$ cat src/source/axi_ser_cfg_pkg.sv
package axi_ser_cfg_pkg;

  // Slave-side ID width, as seen by the upstream master
  localparam int unsigned SLV_ID_WIDTH = 4;

  // Master-side ID width, one ID per lane
  localparam int unsigned MST_ID_WIDTH = 2;

  localparam int unsigned NUM_LANES = 2 ** MST_ID_WIDTH;

  // Low slave ID bits that pick the lane (ID modulo NUM_LANES)
  localparam int unsigned SEL_WIDTH = 2;

  // Depth of the per-lane ID FIFO
  localparam int unsigned MAX_TXNS_PER_LANE = 4;

  localparam int unsigned ADDR_WIDTH = 16;
  localparam int unsigned DATA_WIDTH = 32;

  // AXI burst length field, beats minus one
  localparam int unsigned LEN_WIDTH = 8;

endpackage

$ cat src/source/axi_ser_chan_pkg.sv
package axi_ser_chan_pkg;

  typedef logic [axi_ser_cfg_pkg::SLV_ID_WIDTH-1:0] slv_id_t;
  typedef logic [axi_ser_cfg_pkg::MST_ID_WIDTH-1:0] mst_id_t;
  typedef logic [axi_ser_cfg_pkg::ADDR_WIDTH-1:0]   addr_t;
  typedef logic [axi_ser_cfg_pkg::DATA_WIDTH-1:0]   data_t;
  typedef logic [axi_ser_cfg_pkg::LEN_WIDTH-1:0]    len_t;

  // Lane index, also the master-side ID of that lane
  typedef logic [axi_ser_cfg_pkg::SEL_WIDTH-1:0] lane_sel_t;

  // Slave ID split into the bits that are kept and the lane select.
  // The select sits in the low bits so it equals the ID modulo NUM_LANES
  typedef struct packed {
    logic [axi_ser_cfg_pkg::SLV_ID_WIDTH-axi_ser_cfg_pkg::SEL_WIDTH-1:0] upper;
    lane_sel_t                                                          sel;
  } slv_id_fields_t;

  // Lanes keep the raw word, the demux reads the select field
  typedef union packed {
    slv_id_t        raw;
    slv_id_fields_t fields;
  } slv_id_u;

endpackage

$ cat src/source/ar_lane_demux.sv
module ar_lane_demux (
  input  logic                                       clk_i,
  input  logic                                       rst_i,
  input  logic                                       s_ar_valid_i,
  output logic                                       s_ar_ready_o,
  input  axi_ser_chan_pkg::slv_id_u                  s_ar_id_i,
  input  axi_ser_chan_pkg::addr_t                    s_ar_addr_i,
  input  axi_ser_chan_pkg::len_t                     s_ar_len_i,
  output logic [axi_ser_cfg_pkg::NUM_LANES-1:0]      lane_ar_valid_o,
  input  logic [axi_ser_cfg_pkg::NUM_LANES-1:0]      lane_ar_ready_i,
  output axi_ser_chan_pkg::slv_id_t                  lane_ar_id_o,
  output axi_ser_chan_pkg::addr_t                    lane_ar_addr_o,
  output axi_ser_chan_pkg::len_t                     lane_ar_len_o
);

  logic                      full_q;
  axi_ser_chan_pkg::slv_id_u id_q;
  axi_ser_chan_pkg::addr_t   addr_q;
  axi_ser_chan_pkg::len_t    len_q;
  logic                      lane_take;
  logic                      slv_take;

  // Held entry leaves when its selected lane accepts it
  assign lane_take = full_q && lane_ar_ready_i[id_q.fields.sel];

  // Room when empty, or when the entry drains in this very cycle
  assign s_ar_ready_o = !full_q || lane_take;
  assign slv_take     = s_ar_valid_i && s_ar_ready_o;

  // Only the selected lane sees valid, payload is common
  always_comb begin
    lane_ar_valid_o                     = '0;
    lane_ar_valid_o[id_q.fields.sel]    = full_q;
  end

  assign lane_ar_id_o   = id_q.raw;
  assign lane_ar_addr_o = addr_q;
  assign lane_ar_len_o  = len_q;

  always_ff @(posedge clk_i) begin
    if (rst_i) begin
      full_q <= 1'b0;
    end else if (slv_take) begin
      full_q <= 1'b1;
    end else if (lane_take) begin
      full_q <= 1'b0;
    end
  end

  always_ff @(posedge clk_i) begin
    if (slv_take) begin
      id_q   <= s_ar_id_i;
      addr_q <= s_ar_addr_i;
      len_q  <= s_ar_len_i;
    end
  end

endmodule

$ cat src/source/axi_id_serialize_rd.sv
module axi_id_serialize_rd (
  input  logic                      clk_i,
  input  logic                      rst_i,
  // Slave AR
  input  logic                      s_ar_valid_i,
  output logic                      s_ar_ready_o,
  input  axi_ser_chan_pkg::slv_id_t s_ar_id_i,
  input  axi_ser_chan_pkg::addr_t   s_ar_addr_i,
  input  axi_ser_chan_pkg::len_t    s_ar_len_i,
  // Slave R
  output logic                      s_r_valid_o,
  input  logic                      s_r_ready_i,
  output axi_ser_chan_pkg::slv_id_t s_r_id_o,
  output axi_ser_chan_pkg::data_t   s_r_data_o,
  output logic                      s_r_last_o,
  // Master AR
  output logic                      m_ar_valid_o,
  input  logic                      m_ar_ready_i,
  output axi_ser_chan_pkg::mst_id_t m_ar_id_o,
  output axi_ser_chan_pkg::addr_t   m_ar_addr_o,
  output axi_ser_chan_pkg::len_t    m_ar_len_o,
  // Master R
  input  logic                      m_r_valid_i,
  output logic                      m_r_ready_o,
  input  axi_ser_chan_pkg::mst_id_t m_r_id_i,
  input  axi_ser_chan_pkg::data_t   m_r_data_i,
  input  logic                      m_r_last_i
);

  localparam int unsigned NL = axi_ser_cfg_pkg::NUM_LANES;

  // Demux to lanes
  logic [NL-1:0]             dmx_ar_valid;
  logic [NL-1:0]             dmx_ar_ready;
  axi_ser_chan_pkg::slv_id_t dmx_ar_id;
  axi_ser_chan_pkg::addr_t   dmx_ar_addr;
  axi_ser_chan_pkg::len_t    dmx_ar_len;

  // Lanes to mux
  logic [NL-1:0]                    ln_ar_valid;
  logic [NL-1:0]                    ln_ar_ready;
  axi_ser_chan_pkg::addr_t [NL-1:0] ln_ar_addr;
  axi_ser_chan_pkg::len_t [NL-1:0]  ln_ar_len;
  logic [NL-1:0]                    ln_r_valid;
  logic [NL-1:0]                    ln_r_ready;
  axi_ser_chan_pkg::data_t          mux_r_data;
  logic                             mux_r_last;
  axi_ser_chan_pkg::lane_sel_t      grant_r;

  // Per-lane restored R
  logic [NL-1:0]                      ln_s_r_valid;
  axi_ser_chan_pkg::slv_id_t [NL-1:0] ln_s_r_id;

  ar_lane_demux i_ar_lane_demux (
    .clk_i           ( clk_i        ),
    .rst_i           ( rst_i        ),
    .s_ar_valid_i    ( s_ar_valid_i ),
    .s_ar_ready_o    ( s_ar_ready_o ),
    .s_ar_id_i       ( s_ar_id_i    ),
    .s_ar_addr_i     ( s_ar_addr_i  ),
    .s_ar_len_i      ( s_ar_len_i   ),
    .lane_ar_valid_o ( dmx_ar_valid ),
    .lane_ar_ready_i ( dmx_ar_ready ),
    .lane_ar_id_o    ( dmx_ar_id    ),
    .lane_ar_addr_o  ( dmx_ar_addr  ),
    .lane_ar_len_o   ( dmx_ar_len   )
  );

  for (genvar i = 0; i < NL; i++) begin : gen_lanes
    lane_serializer i_lane_serializer (
      .clk_i        ( clk_i           ),
      .rst_i        ( rst_i           ),
      .ar_valid_i   ( dmx_ar_valid[i] ),
      .ar_ready_o   ( dmx_ar_ready[i] ),
      .ar_id_i      ( dmx_ar_id       ),
      .ar_addr_i    ( dmx_ar_addr     ),
      .ar_len_i     ( dmx_ar_len      ),
      .m_ar_valid_o ( ln_ar_valid[i]  ),
      .m_ar_ready_i ( ln_ar_ready[i]  ),
      .m_ar_addr_o  ( ln_ar_addr[i]   ),
      .m_ar_len_o   ( ln_ar_len[i]    ),
      .r_valid_i    ( ln_r_valid[i]   ),
      .r_ready_o    ( ln_r_ready[i]   ),
      .r_data_i     ( mux_r_data      ),
      .r_last_i     ( mux_r_last      ),
      .s_r_valid_o  ( ln_s_r_valid[i] ),
      .s_r_ready_i  ( s_r_ready_i     ),
      .s_r_id_o     ( ln_s_r_id[i]    ),
      .s_r_data_o   (                 ),
      .s_r_last_o   (                 )
    );
  end

  lane_ar_mux i_lane_ar_mux (
    .clk_i           ( clk_i        ),
    .rst_i           ( rst_i        ),
    .lane_ar_valid_i ( ln_ar_valid  ),
    .lane_ar_ready_o ( ln_ar_ready  ),
    .lane_ar_addr_i  ( ln_ar_addr   ),
    .lane_ar_len_i   ( ln_ar_len    ),
    .m_ar_valid_o    ( m_ar_valid_o ),
    .m_ar_ready_i    ( m_ar_ready_i ),
    .m_ar_id_o       ( m_ar_id_o    ),
    .m_ar_addr_o     ( m_ar_addr_o  ),
    .m_ar_len_o      ( m_ar_len_o   ),
    .m_r_valid_i     ( m_r_valid_i  ),
    .m_r_ready_o     ( m_r_ready_o  ),
    .m_r_id_i        ( m_r_id_i     ),
    .m_r_data_i      ( m_r_data_i   ),
    .m_r_last_i      ( m_r_last_i   ),
    .lane_r_valid_o  ( ln_r_valid   ),
    .lane_r_ready_i  ( ln_r_ready   ),
    .lane_r_data_o   ( mux_r_data   ),
    .lane_r_last_o   ( mux_r_last   ),
    .grant_r_o       ( grant_r      )
  );

  // Valid and restored ID come from the lane that carries the beat
  assign s_r_valid_o = ln_s_r_valid[grant_r];
  assign s_r_id_o    = ln_s_r_id[grant_r];

  // Data and last are common to all lanes
  assign s_r_data_o  = mux_r_data;
  assign s_r_last_o  = mux_r_last;

endmodule

$ cat src/source/id_fifo.sv
module id_fifo #(
  parameter int unsigned WIDTH = 4,
  parameter int unsigned DEPTH = 4
) (
  input  logic             clk_i,
  input  logic             rst_i,
  input  logic             push_i,
  input  logic [WIDTH-1:0] data_i,
  input  logic             pop_i,
  output logic [WIDTH-1:0] data_o,
  output logic             full_o,
  output logic             empty_o
);

  localparam int unsigned PTR_WIDTH = (DEPTH > 1) ? $clog2(DEPTH) : 1;
  localparam int unsigned CNT_WIDTH = $clog2(DEPTH + 1);

  logic [WIDTH-1:0]     mem_q [DEPTH];
  logic [PTR_WIDTH-1:0] wr_ptr_q;
  logic [PTR_WIDTH-1:0] rd_ptr_q;
  logic [CNT_WIDTH-1:0] count_q;
  logic                 push_en;
  logic                 pop_en;

  // Pointer wrap for depths that are not a power of two
  function automatic logic [PTR_WIDTH-1:0] next_ptr(input logic [PTR_WIDTH-1:0] ptr);
    if (ptr == PTR_WIDTH'(DEPTH - 1)) begin
      return '0;
    end
    return ptr + 1'b1;
  endfunction

  assign full_o  = (count_q == CNT_WIDTH'(DEPTH));
  assign empty_o = (count_q == '0);
  assign push_en = push_i && !full_o;
  assign pop_en  = pop_i && !empty_o;

  // Head of the queue, oldest pushed ID
  assign data_o = mem_q[rd_ptr_q];

  always_ff @(posedge clk_i) begin
    if (rst_i) begin
      wr_ptr_q <= '0;
      rd_ptr_q <= '0;
      count_q  <= '0;
    end else begin
      if (push_en) begin
        wr_ptr_q <= next_ptr(wr_ptr_q);
      end
      if (pop_en) begin
        rd_ptr_q <= next_ptr(rd_ptr_q);
      end
      if (push_en && !pop_en) begin
        count_q <= count_q + 1'b1;
      end else if (pop_en && !push_en) begin
        count_q <= count_q - 1'b1;
      end
    end
  end

  always_ff @(posedge clk_i) begin
    if (push_en) begin
      mem_q[wr_ptr_q] <= data_i;
    end
  end

endmodule

$ cat src/source/lane_ar_mux.sv
module lane_ar_mux (
  input  logic                                                      clk_i,
  input  logic                                                      rst_i,
  // AR from the lanes
  input  logic [axi_ser_cfg_pkg::NUM_LANES-1:0]                     lane_ar_valid_i,
  output logic [axi_ser_cfg_pkg::NUM_LANES-1:0]                     lane_ar_ready_o,
  input  axi_ser_chan_pkg::addr_t [axi_ser_cfg_pkg::NUM_LANES-1:0]  lane_ar_addr_i,
  input  axi_ser_chan_pkg::len_t [axi_ser_cfg_pkg::NUM_LANES-1:0]   lane_ar_len_i,
  // Master AR
  output logic                                                      m_ar_valid_o,
  input  logic                                                      m_ar_ready_i,
  output axi_ser_chan_pkg::mst_id_t                                 m_ar_id_o,
  output axi_ser_chan_pkg::addr_t                                   m_ar_addr_o,
  output axi_ser_chan_pkg::len_t                                    m_ar_len_o,
  // Master R
  input  logic                                                      m_r_valid_i,
  output logic                                                      m_r_ready_o,
  input  axi_ser_chan_pkg::mst_id_t                                 m_r_id_i,
  input  axi_ser_chan_pkg::data_t                                   m_r_data_i,
  input  logic                                                      m_r_last_i,
  // R towards the lanes
  output logic [axi_ser_cfg_pkg::NUM_LANES-1:0]                     lane_r_valid_o,
  input  logic [axi_ser_cfg_pkg::NUM_LANES-1:0]                     lane_r_ready_i,
  output axi_ser_chan_pkg::data_t                                   lane_r_data_o,
  output logic                                                      lane_r_last_o,
  output axi_ser_chan_pkg::lane_sel_t                               grant_r_o
);

  axi_ser_chan_pkg::lane_sel_t rr_ptr_q;
  axi_ser_chan_pkg::lane_sel_t lock_sel_q;
  logic                        lock_q;
  axi_ser_chan_pkg::lane_sel_t arb_sel;
  axi_ser_chan_pkg::lane_sel_t cand;
  axi_ser_chan_pkg::lane_sel_t ar_sel;
  axi_ser_chan_pkg::lane_sel_t r_sel;
  logic                        found;

  // First valid lane at or after the round-robin pointer
  always_comb begin
    found   = 1'b0;
    arb_sel = rr_ptr_q;
    cand    = rr_ptr_q;
    for (int unsigned k = 0; k < axi_ser_cfg_pkg::NUM_LANES; k++) begin
      cand = axi_ser_chan_pkg::lane_sel_t'((32'(rr_ptr_q) + k) % axi_ser_cfg_pkg::NUM_LANES);
      if (!found && lane_ar_valid_i[cand]) begin
        found   = 1'b1;
        arb_sel = cand;
      end
    end
  end

  // A request already shown to the master keeps its grant
  assign ar_sel = lock_q ? lock_sel_q : arb_sel;

  assign m_ar_valid_o = lane_ar_valid_i[ar_sel];
  assign m_ar_id_o    = axi_ser_chan_pkg::mst_id_t'(ar_sel);
  assign m_ar_addr_o  = lane_ar_addr_i[ar_sel];
  assign m_ar_len_o   = lane_ar_len_i[ar_sel];

  always_comb begin
    lane_ar_ready_o         = '0;
    lane_ar_ready_o[ar_sel] = m_ar_ready_i;
  end

  always_ff @(posedge clk_i) begin
    if (rst_i) begin
      rr_ptr_q   <= '0;
      lock_q     <= 1'b0;
      lock_sel_q <= '0;
    end else if (m_ar_valid_o && m_ar_ready_i) begin
      lock_q   <= 1'b0;
      rr_ptr_q <= axi_ser_chan_pkg::lane_sel_t'((32'(ar_sel) + 1) % axi_ser_cfg_pkg::NUM_LANES);
    end else if (m_ar_valid_o) begin
      lock_q     <= 1'b1;
      lock_sel_q <= ar_sel;
    end
  end

  // R goes back by master ID, which is the lane index
  assign r_sel = axi_ser_chan_pkg::lane_sel_t'(m_r_id_i);

  always_comb begin
    lane_r_valid_o        = '0;
    lane_r_valid_o[r_sel] = m_r_valid_i;
  end

  assign lane_r_data_o = m_r_data_i;
  assign lane_r_last_o = m_r_last_i;
  assign m_r_ready_o   = lane_r_ready_i[r_sel];
  assign grant_r_o     = r_sel;

endmodule

$ cat src/source/lane_serializer.sv
module lane_serializer (
  input  logic                      clk_i,
  input  logic                      rst_i,
  // AR from the demux
  input  logic                      ar_valid_i,
  output logic                      ar_ready_o,
  input  axi_ser_chan_pkg::slv_id_t ar_id_i,
  input  axi_ser_chan_pkg::addr_t   ar_addr_i,
  input  axi_ser_chan_pkg::len_t    ar_len_i,
  // AR towards the mux, the ID is added there
  output logic                      m_ar_valid_o,
  input  logic                      m_ar_ready_i,
  output axi_ser_chan_pkg::addr_t   m_ar_addr_o,
  output axi_ser_chan_pkg::len_t    m_ar_len_o,
  // R routed to this lane
  input  logic                      r_valid_i,
  output logic                      r_ready_o,
  input  axi_ser_chan_pkg::data_t   r_data_i,
  input  logic                      r_last_i,
  // R with the original ID restored
  output logic                      s_r_valid_o,
  input  logic                      s_r_ready_i,
  output axi_ser_chan_pkg::slv_id_t s_r_id_o,
  output axi_ser_chan_pkg::data_t   s_r_data_o,
  output logic                      s_r_last_o
);

  logic                      id_full;
  logic                      id_empty;
  logic                      id_push;
  logic                      id_pop;
  axi_ser_chan_pkg::slv_id_t id_head;

  // Stall new requests once every slot holds an outstanding ID
  assign m_ar_valid_o = ar_valid_i && !id_full;
  assign ar_ready_o   = m_ar_ready_i && !id_full;
  assign m_ar_addr_o  = ar_addr_i;
  assign m_ar_len_o   = ar_len_i;

  assign id_push = ar_valid_i && ar_ready_o;

  // A beat with nothing outstanding is not forwarded
  assign s_r_valid_o = r_valid_i && !id_empty;
  assign r_ready_o   = s_r_ready_i && !id_empty;
  assign s_r_id_o    = id_head;
  assign s_r_data_o  = r_data_i;
  assign s_r_last_o  = r_last_i;

  // Burst done, oldest ID retires
  assign id_pop = r_valid_i && r_ready_o && r_last_i;

  id_fifo #(
    .WIDTH ( axi_ser_cfg_pkg::SLV_ID_WIDTH      ),
    .DEPTH ( axi_ser_cfg_pkg::MAX_TXNS_PER_LANE )
  ) i_id_fifo (
    .clk_i   ( clk_i    ),
    .rst_i   ( rst_i    ),
    .push_i  ( id_push  ),
    .data_i  ( ar_id_i  ),
    .pop_i   ( id_pop   ),
    .data_o  ( id_head  ),
    .full_o  ( id_full  ),
    .empty_o ( id_empty )
  );

endmodule

$ cat config.mk
export PLATFORM = sky130hd
export DESIGN_NAME = axi_id_serialize_rd
export DESIGN_NICKNAME = d
export VERILOG_FILES = /design/src/source/axi_ser_cfg_pkg.sv /design/src/source/axi_ser_chan_pkg.sv /design/src/source/ar_lane_demux.sv /design/src/source/axi_id_serialize_rd.sv /design/src/source/id_fifo.sv /design/src/source/lane_ar_mux.sv /design/src/source/lane_serializer.sv
export SDC_FILE = /design/constraint.sdc
export NUM_CORES = 1
export LEC_CHECK = 0
export ABC_AREA = 1
export BUFFER_PORTS_ARGS = -buffer_cell sky130_fd_sc_hd__buf_4
export CAP_MARGIN = 5
export CELL_PAD_IN_SITES_DETAIL_PLACEMENT = 0
export CELL_PAD_IN_SITES_GLOBAL_PLACEMENT = 1
export CORE_ASPECT_RATIO = 1.5
export CORE_UTILIZATION = 37
export DETAILED_ROUTE_END_ITERATION = 16
export GPL_TIMING_DRIVEN = 0
export PLACE_DENSITY_LB_ADDON = 0.05
export SETUP_SLACK_MARGIN = 0.15
export SYNTH_ARGS = -nofsm -noshare
export SYNTH_HDL_FRONTEND = slang
export SYNTH_SLANG_ARGS = --single-unit
$ cat constraint.sdc
create_clock -name clk_i -period 4.6 [get_ports clk_i]
set_clock_uncertainty 0.2 [all_clocks]
set_input_delay 0.46 -clock clk_i [delete_from_list [all_inputs] [get_ports clk_i]]
set_output_delay 0.46 -clock clk_i [all_outputs]
set_load 0.01 [all_outputs]
==> results.md <==
- DR DRC count: 0
- Sinks on Clock Net: 134
- Die Width: 106.7 µm
- H-tree level count: 4
- Status: finished clean
- Vias/cell: 4.721
- Post-Synthesis Cells: 605
- Cell Area, Synth: 0.006088 mm²
- Die Y: 159.1 µm
- TritonCTS Buffers: 17
- Logic pwr share: 24.5%
- Clock power frac: 37.2%
- Critical path data required time: 4690 ps
- Fin. max-slew vios: 0
- Min Clock Period, post-route: 3954 ps
- Max-Cap Viols: 0
- Critical Path Max Stage Delay: 910 ps
- Area Overhead vs Synth: 29.22%
- Reg clk slew, reported paths: 60 ps
- Nets@finish: 836
- Fin crit share: 85.95%
- Place WS: 600.8 ps
- Via count: 4,523
- Setup violations, final: 0
- Worst hold path class: primary input to flip-flop
- Root buffer cell: clkbuf_16
- Internal power consumption: 2.633 mW
- Worst EP arrival: 4050 ps
- Total core area: 0.01612 mm²
- Sequential share of power: 38.4%
- RePlAce Congestion: 0.8821
- Crit start category: flip-flop
- Setup CP Type: flip-flop to flip-flop
- Worst slew margin: 38.40%
- Post-CTS resize count: 0
- Number of nets with antenna violations after routing: 0
- Crit-path slowest cell: edfxtp_1
- FF-to-FF path depth: 19
- Hold path depth: 1
- Share of layout cells above drive strength 1: 25.13%
- Least-Margin Pin Slew: 923.9 ps
- Synthesized flop and latch total: 134
- RSZ-0062 raised after global routing: false
- Endpoint class of the critical path: flip-flop
- Distinct cells, synth: 28
- WL per Instance: 14.02 µm
- Gr ovfl total: 0
- Ports: 136
- Setup_tns: 0 ps
- Switch Pwr: 1.164 mW
- Tot GR Track Use: 16.52%
- Initial antenna violation count: 0
- Hold Violations, Final: 0
- CTS tree: yes
- Clock buffer depth: 2
- Maximum VDD drop: 0.3652 mV
- Die area: 0.01698 mm²
- Port Buffers: 103
- Most frequent CP cell: nand3_1
- PD cells: 482.7 mW/mm²
- # diodes: 0
- Max frequency: 252.9 MHz
- Pleak: 3.262 nW
- Switching Fraction: 30.66%
- Sequential element share of the synthesized area: 59.19%
- PnR worst setup slack: 646.5 ps
- Largest net degree at the start of global routing: 23
- Worst-path fanout max: 22
- Mapped Avg Cell Area: 10.06 µm²
- Net count after synthesis: 702
- Post-DP HPWL: 9.875 mm
- Starting DRT DRC Count: 161
- Initial Utilization: 37.77%
- Fin cells: 958
- Crit-path cells: nand2_1, nor2_2, nand3_1, nand3_1, nand2_1, nand2_1, nand3_1, nand3_1, a21boi_0, nor2_1, nand3_2, inv_1, ha_1, inv_1, fa_1, a21oi_1, o21ai_0, o21ai_0, a21oi_1
- First-pass GRT wire length: 21.32 mm
- Worst skew pair latency: 410 ps
- Number of global-route vias before repair: 4,532
- Inst Count DP: 916
- First-pass DRT Iterations: 4
- Final wirelength: 13.43 mm
- Synth warnings: 0
- Num rows: 57
-- metal layers --
layer / vias to the layer above / track usage [%] / part of all wire (%)
met5: - / 0 / 0
met4: 0 / 6.787 / 2.6
met3: 26 / 4.093 / 4.8
met2: 144 / 30.21 / 52
met1: 2087 / 17.81 / 40
li1: 2266 / - / -
-- registers in the layout (all words and copies together) (netlist names), 2 cells and up, named ones only --
name and flops:
gen_lanes.i_lane_serializer.i_id_fifo.rd_ptr_q 8, gen_lanes.i_lane_serializer.i_id_fifo.count_q 12, gen_lanes.i_lane_serializer.i_id_fifo.wr_ptr_q 8, i_ar_lane_demux.lane_ar_addr_o 16, i_lane_ar_mux.rr_ptr_q 2, i_ar_lane_demux.lane_ar_id_o 4
i_lane_ar_mux.lock_sel_q 2, gen_lanes.i_lane_serializer.i_id_fifo.mem_q 64, i_ar_lane_demux.lane_ar_len_o 8
-- what timing repair did --
item / in CTS / in global routing
buffers inserted: 0 / 0
hold buffers: 10 / 0
endpoints found under the hold margin: 10 / 0
-- stage by stage --
step | instance area (µm²) | hold WS (ps) | power, mW | util (%)
after CTS | 7868 | 0.3016 | 3.851 | 48.81
after detailed placement | 7149 | 274.7 | 2.421 | 44.36
after global placement | 7119 | 264.3 | 2.407 | 44.17
after floorplan | 6088 | 251.2 | 2.071 | -
after global routing | 7868 | 0.7863 | 4.022 | 48.81
final | 7868 | 19.48 | 3.798 | 48.81
-- critical path, delay by kind of cell, from the launching register on --
family,cells,cell delay (ps)
compound gates,5,620
buf+inv,2,190
flops,1,910
simple gates,10,1350
fa+ha+maj,2,570
-- cells in the final DEF, fill, tap and decap left out, drive strengths merged, types with 3 or more instances in the layout --
cell type | Yosys | final
or3 | 4 | 4
nand4 | 5 | 5
ha | 24 | 24
a21oi | 24 | 24
inv | 71 | 78
dfxtp | 42 | 42
nand3 | 32 | 32
nor2 | 100 | 100
bufinv | 0 | 3
clkinv | 1 | 5
clkbuf | 6 | 24
edfxtp | 92 | 92
o21ai | 50 | 50
buf | 36 | 141
dlygate4sd3 | 0 | 10
o22ai | 16 | 16
fa | 4 | 4
xor2 | 3 | 3
a21boi | 5 | 5
nand2 | 86 | 86
-- cells in the mapped netlist, drive strengths merged --
master,n,area (µm²)
a21boi,5,37.54
a21oi,24,120.1
buf,36,274.0
clkbuf,6,22.52
clkinv,1,5.000
dfxtp,42,840.8
edfxtp,92,2763
fa,4,80.08
ha,24,300.3
inv,71,266.5
nand2,86,345.3
nand3,32,190.2
nand4,5,31.28
nor2,100,380.4
nor3,1,10.01
nor3b,1,7.510
nor4,2,12.51
o21ai,50,250.2
o22ai,16,100.1
or3,4,25.02
xor2,3,26.28
-- worst paths after layout --
| kind | from | slack, ps | end |
|---|---|---|---|
| worst min register to register | flip-flop | 280 | flip-flop |
| worst max-delay path | i_ar_lane_demux.lane_ar_id_o[0] | 650 | flip-flop |
| worst min-delay path | s_ar_addr_i[1] | 20 | i_ar_lane_demux.lane_ar_addr_o[1] |
| worst max register to register | i_ar_lane_demux.lane_ar_id_o[0] | 650 | flip-flop |
-- power groups by stage --
stage	registers (mW)	logic (mW)	clock network (mW)
6_report	1.46	0.930	1.41
5_1_grt	1.47	1.06	1.50
4_1_cts	1.46	0.947	1.44
3_5_place_dp	1.48	0.937	0
3_3_place_gp	1.49	0.920	0
2_1_floorplan	1.48	0.593	0
-- logic make-up after synthesis --
group                    synth area share [%]
adder cells (fa/ha/maj)                 6.248
AND/OR/NAND/NOR                         16.46
XOR/XNOR                               0.4316
flip-flops                              59.19
buffers and inverters                   9.330
AO/OA/AOI/OAI                           8.344
-- layout make-up --
cell class              count  area, µm²
plain buffers              42      296.5
clock buffers              18      429.2
clock inverters            14      188.9
fillers                  1512       8250
inverters                  72      271.5
multi-input cells         357       1921
flip-flops and latches    134       3603
well taps                 206      257.7
repair buffers            115      899.6
(Power assumes the default switching activity.)
